## src/hdl/overlord_params.svh

```systemverilog
// Overlord spy bus constants
`ifndef OVERLORD_PARAMS_SVH
`define OVERLORD_PARAMS_SVH

////////////////////
// Widths
`define SPY_DW        16
`define UPC_W         14

`define SCRATCH_RESET 16'h1234

////////////////////
// Write addresses
`define SPY_SCRATCH1  3'd0
`define SPY_SCRATCH2  3'd1
`define SPY_MODE      3'd2
`define SPY_OPC       3'd3
`define SPY_CLK       3'd4
`define SPY_STATLIM   3'd5

// Read addresses
// Scratch reads back at its own write slots
`define SPY_STATUS    3'd2
`define SPY_UPC       3'd4
`define SPY_STATCNT   3'd5
`define SPY_OPCREG    3'd7

`endif

```

## src/hdl/spy_pkg.sv

```systemverilog
// Spy bus types
`default_nettype none
`include "overlord_params.svh"

package spy_pkg;

   typedef logic [`SPY_DW-1:0] spy_word_t;
   typedef logic [2:0]         spy_adr_t;
   typedef logic [`UPC_W-1:0]  upc_t;

   ////////////////////
   // Bus request and response
   typedef struct packed {
      logic      cyc;
      logic      stb;
      logic      we;
      spy_adr_t  adr;
      spy_word_t dat;
   } spy_wb_req_t;

   typedef struct packed {
      logic      ack;
      spy_word_t dat;
   } spy_wb_rsp_t;

   // One-cycle load strobes with the write word
   typedef struct packed {
      logic      ldscratch;
      logic      ldmode;
      logic      ldopc;
      logic      ldclk;
      logic      ldstatlim;
      spy_word_t wdat;
   } spy_ld_t;

   typedef struct packed {
      logic opcinh;
      logic opcclk;
      logic lpc_hold;
   } opc_ctl_t;

   // Listed MSB first, so machrun lands on bit 0 of the status word
   typedef struct packed {
      logic stathenb;
      logic stathalt;
      logic promdisabled;
      logic errstop;
      logic sstep;
      logic ssdone;
      logic srun;
      logic machrun;
   } olord_status_t;

   typedef enum logic [1:0] {
      CYC_FETCH,
      CYC_DECODE,
      CYC_EXEC,
      CYC_WRITE
   } cyc_state_t;

endpackage

`default_nettype wire

```

## src/hdl/spy_port.sv

```systemverilog
// Spy bus slave port
`timescale 1ns/10ps
`default_nettype none
`include "overlord_params.svh"

module spy_port
   import spy_pkg::*;
(
   input  wire clk,
   input  wire reset,
   input  wire spy_wb_req_t   wb_req,
   output spy_wb_rsp_t        wb_rsp,
   output spy_ld_t            ld,
   input  wire spy_word_t     scratch,
   input  wire olord_status_t status,
   input  wire upc_t          upc,
   input  wire upc_t          opc,
   input  wire spy_word_t     stat_count
);

   logic      ack;
   logic      req;
   logic      wr_go;
   logic      rd_go;
   spy_word_t rd_mux;
   spy_word_t rdat;

   // A cycle is taken only while ack is low, so ack lasts one clock
   assign req   = wb_req.cyc & wb_req.stb & ~ack;
   assign wr_go = req & wb_req.we;
   assign rd_go = req & ~wb_req.we;

   always_ff @(posedge clk) begin
      if (reset) begin
         ack <= 1'b0;
      end else begin
         ack <= req;
      end
   end

   ////////////////////
   // Write decode with strobes landing on the ack edge
   always_comb begin
      ld      = '0;
      ld.wdat = wb_req.dat;
      if (wr_go) begin
         case (wb_req.adr)
            `SPY_SCRATCH1, `SPY_SCRATCH2: ld.ldscratch = 1'b1;
            `SPY_MODE:    ld.ldmode = 1'b1;
            `SPY_OPC:     ld.ldopc = 1'b1;
            `SPY_CLK:     ld.ldclk = 1'b1;
            `SPY_STATLIM: ld.ldstatlim = 1'b1;
            default:      ;
         endcase
      end
   end

   ////////////////////
   // Read select
   always_comb begin
      case (wb_req.adr)
         `SPY_SCRATCH1, `SPY_SCRATCH2: rd_mux = scratch;
         `SPY_STATUS:  rd_mux = {{(`SPY_DW - $bits(olord_status_t)){1'b0}}, status};
         `SPY_UPC:     rd_mux = {{(`SPY_DW - `UPC_W){1'b0}}, upc};
         `SPY_STATCNT: rd_mux = stat_count;
         `SPY_OPCREG:  rd_mux = {{(`SPY_DW - `UPC_W){1'b0}}, opc};
         default:      rd_mux = '0;
      endcase
   end

   // Read word is captured together with ack
   always_ff @(posedge clk) begin
      if (rd_go) begin
         rdat <= rd_mux;
      end
   end

   assign wb_rsp = '{ack: ack, dat: rdat};

endmodule

`default_nettype wire

```

## src/hdl/olord_regs.sv

```systemverilog
// Overlord console registers
`timescale 1ns/10ps
`default_nettype none
`include "overlord_params.svh"

module olord_regs
   import spy_pkg::*;
(
   input  wire clk,
   input  wire reset,
   input  wire spy_ld_t ld,
   input  wire boot,
   input  wire errhalt,
   input  wire waiting,
   input  wire set_promdisable,
   input  wire state_fetch,
   input  wire statstop,
   output spy_word_t     scratch,
   output opc_ctl_t      opc_ctl,
   output olord_status_t status,
   output logic promdisable,
   output logic idebug,
   output logic nop11
);

   logic stathenb;
   logic errstop;
   logic promdisabled;
   logic run;
   logic step;
   logic srun;
   logic sstep;
   logic ssdone;
   logic stathalt;
   logic machrun;

   ////////////////////
   // Mode register
   // Trap enable (bit 4) has no trap logic to feed in this block
   always_ff @(posedge clk) begin
      if (reset) begin
         promdisable <= 1'b0;
         stathenb    <= 1'b0;
         errstop     <= 1'b0;
      end else if (ld.ldmode) begin
         promdisable <= ld.wdat[5];
         stathenb    <= ld.wdat[3];
         errstop     <= ld.wdat[2];
      end else if (set_promdisable) begin
         promdisable <= 1'b1;
      end
   end

   always_ff @(posedge clk) begin
      if (reset) begin
         scratch <= `SCRATCH_RESET;
      end else if (ld.ldscratch) begin
         scratch <= ld.wdat;
      end
   end

   always_ff @(posedge clk) begin
      if (reset) begin
         opc_ctl <= '0;
      end else if (ld.ldopc) begin
         opc_ctl <= '{opcinh: ld.wdat[2], opcclk: ld.wdat[1], lpc_hold: ld.wdat[0]};
      end
   end

   ////////////////////
   // Clock control without the stat-load bit
   always_ff @(posedge clk) begin
      if (reset) begin
         idebug <= 1'b0;
         nop11  <= 1'b0;
         step   <= 1'b0;
      end else if (ld.ldclk) begin
         idebug <= ld.wdat[3];
         nop11  <= ld.wdat[2];
         step   <= ld.wdat[1];
      end
   end

   // Boot wins over a host write
   always_ff @(posedge clk) begin
      if (reset) begin
         run <= 1'b0;
      end else if (boot) begin
         run <= 1'b1;
      end else if (ld.ldclk) begin
         run <= ld.wdat[0];
      end
   end

   // Step rising edge rearms ssdone and the next fetch sets it again
   always_ff @(posedge clk) begin
      if (reset) begin
         srun         <= 1'b0;
         sstep        <= 1'b0;
         ssdone       <= 1'b0;
         promdisabled <= 1'b0;
      end else begin
         srun         <= run;
         sstep        <= step;
         promdisabled <= promdisable;
         if (!sstep && step) begin
            ssdone <= 1'b0;
         end
         if (state_fetch) begin
            ssdone <= sstep;
         end
      end
   end

   assign stathalt = statstop & stathenb;
   assign machrun  = (sstep & ~ssdone) | (srun & ~errhalt & ~waiting & ~stathalt);

   always_comb begin
      status              = '0;
      status.machrun      = machrun;
      status.srun         = srun;
      status.ssdone       = ssdone;
      status.sstep        = sstep;
      status.errstop      = errstop;
      status.promdisabled = promdisabled;
      status.stathalt     = stathalt;
      status.stathenb     = stathenb;
   end

endmodule

`default_nettype wire

```

## src/hdl/cycle_sequencer.sv

```systemverilog
// Micro-cycle sequencer
`timescale 1ns/10ps
`default_nettype none

module cycle_sequencer
   import spy_pkg::*;
(
   input  wire clk,
   input  wire reset,
   input  wire machrun,
   input  wire opc_ctl_t opc_ctl,
   output logic state_fetch,
   output upc_t upc,
   output upc_t opc
);

   cyc_state_t state;
   cyc_state_t state_nxt;
   logic       opcclk_q;
   logic       opcclk_rise;

   always_comb begin
      case (state)
         CYC_FETCH:  state_nxt = CYC_DECODE;
         CYC_DECODE: state_nxt = CYC_EXEC;
         CYC_EXEC:   state_nxt = CYC_WRITE;
         default:    state_nxt = CYC_FETCH;
      endcase
   end

   // Machine freezes in place while machrun is low
   always_ff @(posedge clk) begin
      if (reset) begin
         state <= CYC_FETCH;
      end else if (machrun) begin
         state <= state_nxt;
      end
   end

   assign state_fetch = machrun & (state == CYC_FETCH);
   assign opcclk_rise = opc_ctl.opcclk & ~opcclk_q;

   ////////////////////
   // Micro PC and old PC
   always_ff @(posedge clk) begin
      if (reset) begin
         upc      <= '0;
         opc      <= '0;
         opcclk_q <= 1'b0;
      end else begin
         opcclk_q <= opc_ctl.opcclk;
         if (state_fetch && !opc_ctl.lpc_hold) begin
            upc <= upc + upc_t'(1);
         end
         // Manual opcclk edge captures even with opcinh set
         if ((state_fetch && !opc_ctl.opcinh) || opcclk_rise) begin
            opc <= upc;
         end
      end
   end

endmodule

`default_nettype wire

```

## src/hdl/stat_counter.sv

```systemverilog
// Statistics fetch counter
`timescale 1ns/10ps
`default_nettype none

module stat_counter
   import spy_pkg::*;
(
   input  wire clk,
   input  wire reset,
   input  wire spy_ld_t ld,
   input  wire state_fetch,
   output spy_word_t stat_count,
   output logic statstop
);

   spy_word_t limit;

   always_ff @(posedge clk) begin
      if (reset) begin
         limit <= '0;
      end else if (ld.ldstatlim) begin
         limit <= ld.wdat;
      end
   end

   // Loading a new limit restarts the count
   always_ff @(posedge clk) begin
      if (reset) begin
         stat_count <= '0;
      end else if (ld.ldstatlim) begin
         stat_count <= '0;
      end else if (state_fetch) begin
         stat_count <= stat_count + spy_word_t'(1);
      end
   end

   // Zero limit means no stop
   assign statstop = (stat_count == limit) && (limit != '0);

endmodule

`default_nettype wire

```

## src/hdl/overlord_top.sv

```systemverilog
// Overlord console block top
`timescale 1ns/10ps
`default_nettype none

module overlord_top
   import spy_pkg::*;
(
   input  wire clk,
   input  wire reset,
   input  wire spy_wb_req_t wb_req,
   output spy_wb_rsp_t      wb_rsp,
   input  wire boot,
   input  wire errhalt,
   input  wire waiting,
   input  wire set_promdisable,
   output logic promdisable,
   output logic idebug,
   output logic nop11,
   output logic errstop,
   output logic machrun
);

   spy_ld_t       ld;
   spy_word_t     scratch;
   olord_status_t status;
   opc_ctl_t      opc_ctl;
   upc_t          upc;
   upc_t          opc;
   spy_word_t     stat_count;
   logic          state_fetch;
   logic          statstop;

   spy_port spy_port_i (
      .clk        (clk),
      .reset      (reset),
      .wb_req     (wb_req),
      .wb_rsp     (wb_rsp),
      .ld         (ld),
      .scratch    (scratch),
      .status     (status),
      .upc        (upc),
      .opc        (opc),
      .stat_count (stat_count)
   );

   olord_regs olord_regs_i (
      .clk             (clk),
      .reset           (reset),
      .ld              (ld),
      .boot            (boot),
      .errhalt         (errhalt),
      .waiting         (waiting),
      .set_promdisable (set_promdisable),
      .state_fetch     (state_fetch),
      .statstop        (statstop),
      .scratch         (scratch),
      .opc_ctl         (opc_ctl),
      .status          (status),
      .promdisable     (promdisable),
      .idebug          (idebug),
      .nop11           (nop11)
   );

   cycle_sequencer cycle_sequencer_i (
      .clk         (clk),
      .reset       (reset),
      .machrun     (status.machrun),
      .opc_ctl     (opc_ctl),
      .state_fetch (state_fetch),
      .upc         (upc),
      .opc         (opc)
   );

   stat_counter stat_counter_i (
      .clk         (clk),
      .reset       (reset),
      .ld          (ld),
      .state_fetch (state_fetch),
      .stat_count  (stat_count),
      .statstop    (statstop)
   );

   // Status bits brought out to the console
   assign errstop = status.errstop;
   assign machrun = status.machrun;

endmodule

`default_nettype wire

```

## config.mk

```make
export PLATFORM = sky130hd
export DESIGN_NAME = overlord_top
export DESIGN_NICKNAME = d
export VERILOG_FILES = /design/src/hdl/spy_pkg.sv /design/src/hdl/spy_port.sv /design/src/hdl/olord_regs.sv /design/src/hdl/cycle_sequencer.sv /design/src/hdl/stat_counter.sv /design/src/hdl/overlord_top.sv
export VERILOG_INCLUDE_DIRS = /design/src /design/src/hdl
export SDC_FILE = /design/constraint.sdc
export NUM_CORES = 1
export LEC_CHECK = 0
export ABC_AREA = 0
export BUFFER_PORTS_ARGS = -buffer_cell sky130_fd_sc_hd__buf_4
export CAP_MARGIN = 20
export CELL_PAD_IN_SITES_DETAIL_PLACEMENT = 0
export CELL_PAD_IN_SITES_GLOBAL_PLACEMENT = 1
export CORE_MARGIN = 5
export CORE_UTILIZATION = 25
export DETAILED_ROUTE_END_ITERATION = 10
export PLACE_DENSITY_LB_ADDON = 0.3
export SYNTH_ARGS = -nofsm -noshare
export SYNTH_HDL_FRONTEND = slang
export SYNTH_SLANG_ARGS = --single-unit
```

## constraint.sdc

```tcl
create_clock -name clk -period 3.4 [get_ports clk]
set_clock_uncertainty 0.15 [all_clocks]
set_input_delay 0.51 -clock clk [delete_from_list [all_inputs] [get_ports clk]]
set_output_delay 0.51 -clock clk [all_outputs]
set_load 0.05 [all_outputs]
```

== Word-level counts from Yosys, hierarchy flattened ==
Index checks and enable logic that the tools add are counted.

* Register bits: 110
* Bits in writable memories: 0
* Bits in read-only memories: 0
* Latch bits: 0
* Output and inout port bits: 22
* Memories kept: 0

* Reductions and logical operators: 16
* Multiplexer cells: 14
* Divide/modulo/power cells: 0
* Shift-type cells: 0
* Bitwise gates (word level): 19
* $mul: 0
* $lt $le $gt $ge: 0
* Eq/ne operators: 9
* $add $sub $neg: 2

{| class="wikitable"
|+ Operators with widths
! cell !! number
|-
| $pmux W16 S5 || 1
|-
| $add A16 B1 Y16 const B || 1
|-
| $eq A16 B16 Y1 || 1
|-
| $reduce_bool A16 Y1 || 1
|-
| $add A14 B1 Y14 const B || 1
|-
| $and A1 B1 Y1 || 11
|-
| $mux W1 || 11
|-
| $eq A3 B3 Y1 const B || 3
|-
| $not A1 Y1 || 7
|-
| $eq A3 B2 Y1 const B || 2
|-
| $pmux W2 S3 || 1
|-
| $reduce_bool A2 Y1 || 3
|-
| $mux W5 || 1
|-
| $logic_and A1 B1 Y1 || 4
|-
| $reduce_or A2 Y1 || 2
|-
| $eq A3 B1 Y1 const B || 1
|-
| $logic_not A1 Y1 || 3
|-
| $logic_not A3 Y1 || 1
|-
| $eq A2 B1 Y1 const B || 1
|-
| $eq A2 B2 Y1 const B || 1
|-
| $logic_not A2 Y1 || 1
|-
| $logic_or A1 B1 Y1 || 1
|-
| $or A1 B1 Y1 || 1
|}

== Longest topological paths before layout ==
Gate-level depths: netlist (run 1).

* Word-level depth: 9
* Gate-level depth with buffers: 9
* Mapped depth without buffers: 6

== Hierarchy ==
A second synthesis (run 1) with hierarchy kept.

* Cells, all modules: 545
* Area total of the unflattened synthesis: 5305.1 sq um

{| class="wikitable"
|+ By module, submodules not included
! module !! area each (sq um) !! cells an instance !! times used !! seq. area each (sq um)
|-
| stat_counter || 1541.5 || 167 || 1 || 640.6
|-
| cycle_sequencer || 1318.8 || 134 || 1 || 620.6
|-
| spy_port || 1295.0 || 136 || 1 || 500.5
|-
| olord_regs || 1149.9 || 108 || 1 || 600.6
|}

== Worst setup path after synthesis (run 1) ==
No wires, ideal clock.

* Path type: register to output
* Start point: reg stat_counter_i.stat_count[6]
* End point: out machrun
* Arrival time: 1.588 ns
* Data required time: 2.740 ns
* Slack: 1.152 ns
* Stages on the path, launching flop included: 8
* Buffers on the path: 1
* Cell sequence: dfxtp_1 buf_2 xor2_1 nor4_1 nand4_1 o21a_1 nor2_1 inv_1

* Cells in the longest elaborated chain, start to end: 6

{| class="wikitable"
|+ RTL lines
! item !! line !! RTL
|-
| start, declared || stat_counter.sv:12 || <nowiki>output spy_word_t stat_count,</nowiki>
|-
| start signal, assigned || stat_counter.sv:33 || <nowiki>stat_count <= stat_count + spy_word_t'(1);</nowiki>
|-
| $eq A16 B16 Y1 || stat_counter.sv:38 || <nowiki>assign statstop = (stat_count == limit) && (limit != '0);</nowiki>
|-
| $logic_and A1 B1 Y1 || stat_counter.sv:38 ||
|-
| $and A1 B1 Y1 || olord_regs.sv:115 || <nowiki>assign stathalt = statstop & stathenb;</nowiki>
|-
| $not A1 Y1 || olord_regs.sv:116 || <nowiki>assign machrun = (sstep & ~ssdone) | (srun & ~errhalt & ~waiting & ~stathalt);</nowiki>
|-
| $and A1 B1 Y1 || olord_regs.sv:116 ||
|-
| $or A1 B1 Y1 || olord_regs.sv:116 ||
|-
| end, declared || overlord_top.sv:20 || <nowiki>output logic machrun</nowiki>
|}

No other way between the ends.

== Final worst setup path (run 1) ==
* Start point: reg stat_counter_i.stat_count[14]
* End point: out machrun

Same word-level chain as after synthesis.

==> results of run 1 <==
-- final cells by class --
class	count	area [sq um]	share of cell area
Clock buffer	12	267.8	0.04367
Clock inverter	4	51.30	0.008367
Inverter	12	45.04	0.007347
Multi-Input combinational cell	431	2609	0.4255
Sequential cell	110	2362	0.3853
Tap cell	270	337.8	0.05510
Timing Repair Buffer	61	457.9	0.07469
-- registers in the layout, summed over array words and instances (netlist names), 2 cells and up --
register and cells:
stat_counter_i.stat_count 16, cycle_sequencer_i.opc 14, stat_counter_i.limit 16, spy_port_i.rdat 16, cycle_sequencer_i.upc 14, olord_regs_i.scratch 16
olord_regs_i.opc_ctl 3, cycle_sequencer_i.state 2
-- how the worst max path moves through the flow --
stage                                             to  cells past startpoint
2_1_floorplan                                machrun                      7
3_3_place_gp                                 machrun                      7
3_5_place_dp   cycle_sequencer_i.opc[2]$_SDFFE_PP0P_                      7
4_1_cts                                      machrun                      7
5_1_grt                                      machrun                      7
6_report                                     machrun                      7
-- per-layer routing --
layer  GRT usage  vias to the layer above  routed length [um]
met5           0                        -                   0
met4     0.04415                        0                 311
met3     0.02052                       16                 563
met2      0.1984                      105                6941
met1      0.1855                     2021                7534
li1            -                     2151                   -
-- report_power, final --
part           internal, W  leakage, nW  switching, W
Combinational    0.0000654         1.34      0.000133
Clock             0.000639        0.154      0.000494
Sequential         0.00133        0.903     0.0000105
-- cells in the mapped netlist (2+ instances only) --
cell type	number	area (sq um)
nand2_1	103	386.6
dfxtp_1	94	1882
nor2_1	68	255.2
mux2i_1	55	550.5
a21oi_1	37	185.2
clkbuf_1	22	82.58
edfxtp_1	16	480.5
xor2_1	15	131.4
nand3_1	14	70.07
inv_1	11	41.29
a31o_2	10	87.58
nor4_1	10	62.56
o21ai_0	10	50.05
nand4_1	9	56.30
nor2b_1	9	56.30
nor3_1	9	45.04
or3_1	8	50.05
buf_2	7	35.03
a211oi_1	6	45.04
xnor2_1	6	52.55
buf_1	5	18.77
ha_1	5	62.56
o221ai_1	5	43.79
or2_2	5	31.28
a31oi_1	4	25.02
a41o_1	4	40.04
o22ai_1	4	25.02
a2bb2oi_1	3	26.28
and2_1	3	18.77
and3_1	3	18.77
and4_1	3	26.28
a221oi_1	2	17.52
buf_4	2	15.01
buf_6	2	22.52
clkbuf_2	2	10.01
mux2_2	2	22.52
nand4b_1	2	17.52
nor3b_1	2	15.01
o41ai_1	2	17.52
-- cell usage in the layout (no fill, tap or decap), drive strengths merged, types with 6 or more instances in the layout --
cell type,instances
nor3,9
nand4,9
buf,61
xor2,15
nand3,14
o21ai,11
clkbuf,12
a211oi,6
dfxtp,94
inv,12
or3,8
a31o,10
edfxtp,16
mux2i,55
a21oi,38
nor2b,9
xnor2,6
nor2,68
nor4,10
nand2,103
-- kinds of logic after synthesis --
group                      count (synthesis)
AOI/OAI and AO/OA                         97
xor gates and xnor gates                  21
adders and majority gates                  5
buffers and inverters                     52
muxes                                     57
DFF                                      110
and+or+nand+nor                          251
-- worst max-delay path: cells and delay by family (launching register included) --
family	cells	cell delay [ns]
DFF	1	0.36
buffers and inverters	2	0.25
xor gates and xnor gates	1	0.18
AOI/OAI and AO/OA	1	0.30
and+or+nand+nor	3	0.88
-- metrics by stage --
stage / power (W) / cell area [sq um] / hold slack (ns) / std cells
6_report: 0.002673 / 6131 / 0.2403 / 900
5_1_grt: 0.002775 / 6131 / 0.2469 / 900
3_3_place_gp: 0.001573 / 5812 / 0.3012 / 884
4_1_cts: 0.002718 / 6131 / 0.2294 / 900
3_5_place_dp: 0.001575 / 5812 / 0.2967 / 884
2_1_floorplan: 0.001490 / 5192 / 0.2865 / 593
==> out/qor.yml, run 1 <==
run_status:
  status: "complete, no violations"
floorplanning:
  io_pins: 50
  rows: 52
  chipWidth_um: 154.1
  die_h_um: 154.1
  initial_core_util: 0.2550
  core_sq_um: 20360
  dieArea_sq_um: 23750
grt:
  overflow: 0
  grt_usage: 0.1297
  grt_pass1_wl_um: 24240
  grt_max_degree: 38
  first_global_vias: 4204
  antenna_found_initial: 0
setup_path:
  crit_type: "flop to output port"
  r2r_start: "stat_counter_i.stat_count[14]$_SDFFE_PP0P_"
  cp-end-kind: "output port"
  cp_data_required_time_ns: 2.74
  cp.arrival_ns: 2.32
  slowest_delay_ns: 0.53
  r2r_cells: 7
  critPathLaunch: "stat_counter_i.stat_count[14]$_SDFFE_PP0P_"
  r2r_end: "cycle_sequencer_i.opc[2]$_SDFFE_PP0P_"
  start_kind: "flop"
  reg2reg_slack_ns: 0.79
  critPathSlowestCell: "nor4_1"
  path_max_fanout: 6
  crit_chain: "xor2_1 -> nor4_1 -> nand3_1 -> o21a_1 -> nor2_1 -> inv_1 -> buf_4"
synth:
  synth.area.mux_share: 0.1104
  yosysWarnings: 0
  ys_types: 53
  synthSimpleGateAreaFrac: 0.2186
  synth_enable_flop_cells: 16
  synth_area_sq_um: 5192
  ys_seq_area_frac: 0.4549
  synth-compound-area-share: 0.1246
  async_flop_share: 0
  syn_avg_cell_area_sq_um: 8.756
  synth-seq-cells: 110
  synthFlopType: "dfxtp_1"
  syn-num-nets: 626
  synth-adder-area-share: 0.01205
  synthXorXnorAreaFrac: 0.03542
  synthCells: 593
  synth_top_family_by_area: "simple AND/OR/NAND/NOR gates"
cells_and_area:
  nFillCells: 2176
  n_antenna_cell: 0
  fin_nets: 658
  drive_gt1_frac: 0.1556
  synthToLayoutAreaGrowth_pct: 18.07
  final_util: 0.3011
clock_tree:
  clk-insertion-delay-late_ns: 0.35
  cts_num_sinks: 110
  post-cts-setup-buffer-count: 0
  numCtsBuffers: 9
  cts_tree: "built"
  clockBufferDepth: 2
  root_buffer: "clkbuf_16"
  clkTransAtPathRegs_ns: 0.07
  ctsResizeCount: 0
  cts_hold_buf: 0
  htreeDepth: 3
timing:
  slew-limit-headroom: 0.4191
  final-setup-viol-count: 0
  rsz0062_at_grt: "no"
  fin_crit_sh: 0.8761
  fmaxAchievable_mhz: 335.7
  period_needed_ns: 2.979
  setup_tns_ns: 0
  worstMarginPinSlew_ns: 0.8703
  setup_ws_ns: 0.4211
  hold_violations: 0
  slew_viol_final: 0
min_path:
  min_from: "wb_req[4]"
  hold_path_end: "olord_regs_i.scratch[4]$_SDFFE_PP1P_"
  worstHoldPathType: "input port to flop"
  min_path_cells: 3
detailed_routing:
  vias: 4293
  wirelength_um: 15350
  post_drt_wl_per_cell_um: 17.05
  viasPerCell: 4.770
  drtIter0Drc: 260
  ant_nets: 0
  dr.pass1.iters: 5
  drc: 0
pwr:
  p_per_area_nw_per_um2: 436.1
  leakage_nw: 2.401
  peakVddDrop_mv: 0.2416
placed_design:
  dp_slack_ns: 0.8087
  dp_hpwl_um: 11200
  gp_congestion: 0.8305
  port_buffers: 49
job:
  max_cap_viol_count: 0
Note: power is estimated with default switching activity, not from simulation.
==> run 2: changes to the inputs <==
Settings changed: BUFFER_PORTS_ARGS -buffer_cell sky130_fd_sc_hd__buf_4 to -buffer_cell sky130_fd_sc_hd__buf_2.
==> run 2 against run 1 <==
Die area is the same. Combinational power shrank 7%. Sequential share of layout area grew 0.98 points. Power shrank 4.7%. Via count grew 1.4%. First-iteration DRC count shrank 18%. Count of clock-buffer cells in the layout shrank 1. Worst setup slack lost 0.065 ns. Final area shrank 2.5%. Wire length grew 1.1%. Critical path type unchanged.
==> out/qor.yml, run 2 (synthesis results as in run 1) <==
run_status:
  status: "complete, no violations"  # unchanged
timing:
  period_needed_ns: 3.044  # was 2.979 ns
  fmaxAchievable_mhz: 328.5  # was 335.7 MHz
  setup_tns_ns: 0  # unchanged
  fin_crit_sh: 0.8952  # was 0.8761
  slew_viol_final: 0  # unchanged
  hold_violations: 0  # unchanged
  slew-limit-headroom: 0.3865  # was 0.4191
  worstMarginPinSlew_ns: 0.9193  # was 0.8703 ns
  final-setup-viol-count: 0  # unchanged
  rsz0062_at_grt: "no"  # unchanged
cells_and_area:
  mostFrequentLayoutCells: "103 x nand2_1, 94 x dfxtp_1, 67 x nor2_1, 55 x mux2i_1, 49 x buf_2"  # was 103 x nand2_1, 94 x dfxtp_1, 67 x nor2_1, 61 x buf_4, 55 x mux2i_1
  final_common_cell: "nand2_1"  # unchanged
  final_util: 0.2936  # was 0.3011
  synthToLayoutAreaGrowth_pct: 15.13  # was 18.07%
  drive_gt1_frac: 0.1585  # was 0.1556
  final_cells: 901  # was 900
  n_antenna_cell: 0  # unchanged
  fin_nets: 659  # was 658
grt:
  overflow: 0  # unchanged
  busiest_layer: "met2"  # unchanged
  grt_usage: 0.1317  # was 0.1297
  grt_max_degree: 43  # was 38
  gr-usage-met2: 0.2045  # was 0.1984
  antenna_found_initial: 0  # unchanged
  grt_pass1_wl_um: 24740  # was 24240 um
  first_global_vias: 4326  # was 4204
  grt_use_met3: 0.01883  # was 0.02052
  use_met1: 0.1845  # was 0.1855
detailed_routing:
  ant_nets: 0  # unchanged
  wirelength_um: 15520  # was 15350 um
  drc: 0  # unchanged
  drtIter0Drc: 213  # was 260
  vias: 4351  # was 4293
  post_drt_wl_per_cell_um: 17.22  # was 17.05 um
  viasPerCell: 4.829  # was 4.770
  dr.pass1.iters: 4  # was 5
pwr:
  peakVddDrop_mv: 0.2546  # was 0.2416 mV
  power_w: 0.002548  # was 0.002673 W
  leakage_nw: 2.350  # was 2.401 nW
  p_per_area_nw_per_um2: 426.1  # was 436.1 nW/um^2
clock_tree:
  ctsResizeCount: 0  # unchanged
  cts_hold_buf: 0  # unchanged
  clkTransAtPathRegs_ns: 0.08  # was 0.07 ns
  post-cts-setup-buffer-count: 0  # unchanged
  clk-insertion-delay-late_ns: 0.36  # was 0.35 ns
  clockBufferDepth: 2  # unchanged
  htreeDepth: 3  # unchanged
  cts_tree: "built"  # unchanged
  numCtsBuffers: 9  # unchanged
  cts_num_sinks: 110  # unchanged
  root_buffer: "clkbuf_16"  # unchanged
setup_path:
  slowest_delay_ns: 0.55  # was 0.53 ns
  crit_chain: "xor2_1 -> nor4_1 -> nand4_1 -> o21a_1 -> nor2_1 -> inv_1 -> buf_2"  # was xor2_1 -> nor4_1 -> nand3_1 -> o21a_1 -> nor2_1 -> inv_1 -> buf_4
  cp_data_required_time_ns: 2.74  # about the same
  cp_top_family: "simple AND/OR/NAND/NOR gates"  # unchanged
  crit_type: "flop to output port"  # unchanged
  r2r_start: "stat_counter_i.stat_count[6]$_SDFFE_PP0P_"  # was stat_counter_i.stat_count[14]$_SDFFE_PP0P_
  critPathSlowestCell: "dfxtp_1"  # was nor4_1
  cp.arrival_ns: 2.38  # was 2.32 ns
  critPathLaunch: "stat_counter_i.stat_count[6]$_SDFFE_PP0P_"  # was stat_counter_i.stat_count[14]$_SDFFE_PP0P_
  path_max_fanout: 8  # was 6
  cp-end-kind: "output port"  # unchanged
  cp.buffers_inverters: 2  # unchanged
  start_kind: "flop"  # unchanged
floorplanning:
  dieArea_sq_um: 23750  # unchanged
  io_pins: 50  # unchanged
  die_h_um: 154.1  # unchanged
  initial_core_util: 0.2550  # unchanged
  core_sq_um: 20360  # unchanged
  rows: 52  # unchanged
  chipWidth_um: 154.1  # unchanged
min_path:
  min_from: "wb_req[4]"  # unchanged
  worstHoldPathType: "input port to flop"  # unchanged
placed_design:
  port_buffers: 49  # unchanged
  dp_hpwl_um: 11310  # was 11200 um
  gp_congestion: 0.8051  # was 0.8305
  place_inst: 885  # was 884
job:
  max_cap_viol_count: 0  # unchanged
-- run 2: metrics by stage --
step / worst slack, ns / instance area [sq um] / hold slack, ns
after CTS: 0.3266 / 5978 / 0.2184
final: 0.3562 / 5978 / 0.2331
after floorplan: 1.152 / 5192 / 0.2865
after global routing: 0.1345 / 5978 / 0.2422
after detailed placement: 0.7230 / 5702 / 0.2977
after global placement: 0.7395 / 5702 / 0.2997
-- run 2: path summary, 6_finish.rpt --
path,endpoint,slack [ns],depth (start not counted)
max,machrun,0.36,7
min,olord_regs_i.scratch[4]$_SDFFE_PP1P_,0.23,3
max reg2reg,cycle_sequencer_i.opc[2]$_SDFFE_PP0P_,0.75,7
min reg2reg,olord_regs_i.scratch[11]$_SDFFE_PP0P_,0.31,2
-- run 2: final cells by class --
cell class                 instances  area [sq um]
clock buffer                      11         242.7
clock inverter                     5         33.78
fill                            2170         14390
inverter                          12         45.04
multi-input combinational        431          2614
sequential                       110          2362
tap                              270         337.8
timing repair buffer              62         342.8
-- run 2: power by group --
part           total [W]  switching [W]  internal, W
combinational   0.000184       0.000132    0.0000523
clock            0.00102       0.000501     0.000519
sequential       0.00134      0.0000106      0.00133
total            0.00255       0.000643      0.00190
-- run 2: metal layers --
layer,routed length (um),share of wire
met1,7662,0.49
met2,7073,0.46
met3,492,0.032
met4,290,0.019
met5,0,0
-- run 2: worst min-delay path, cell delays in order --
cell,delay [ns]
buf_2,0.09
nand2_1,0.05
nand3_1,0.06
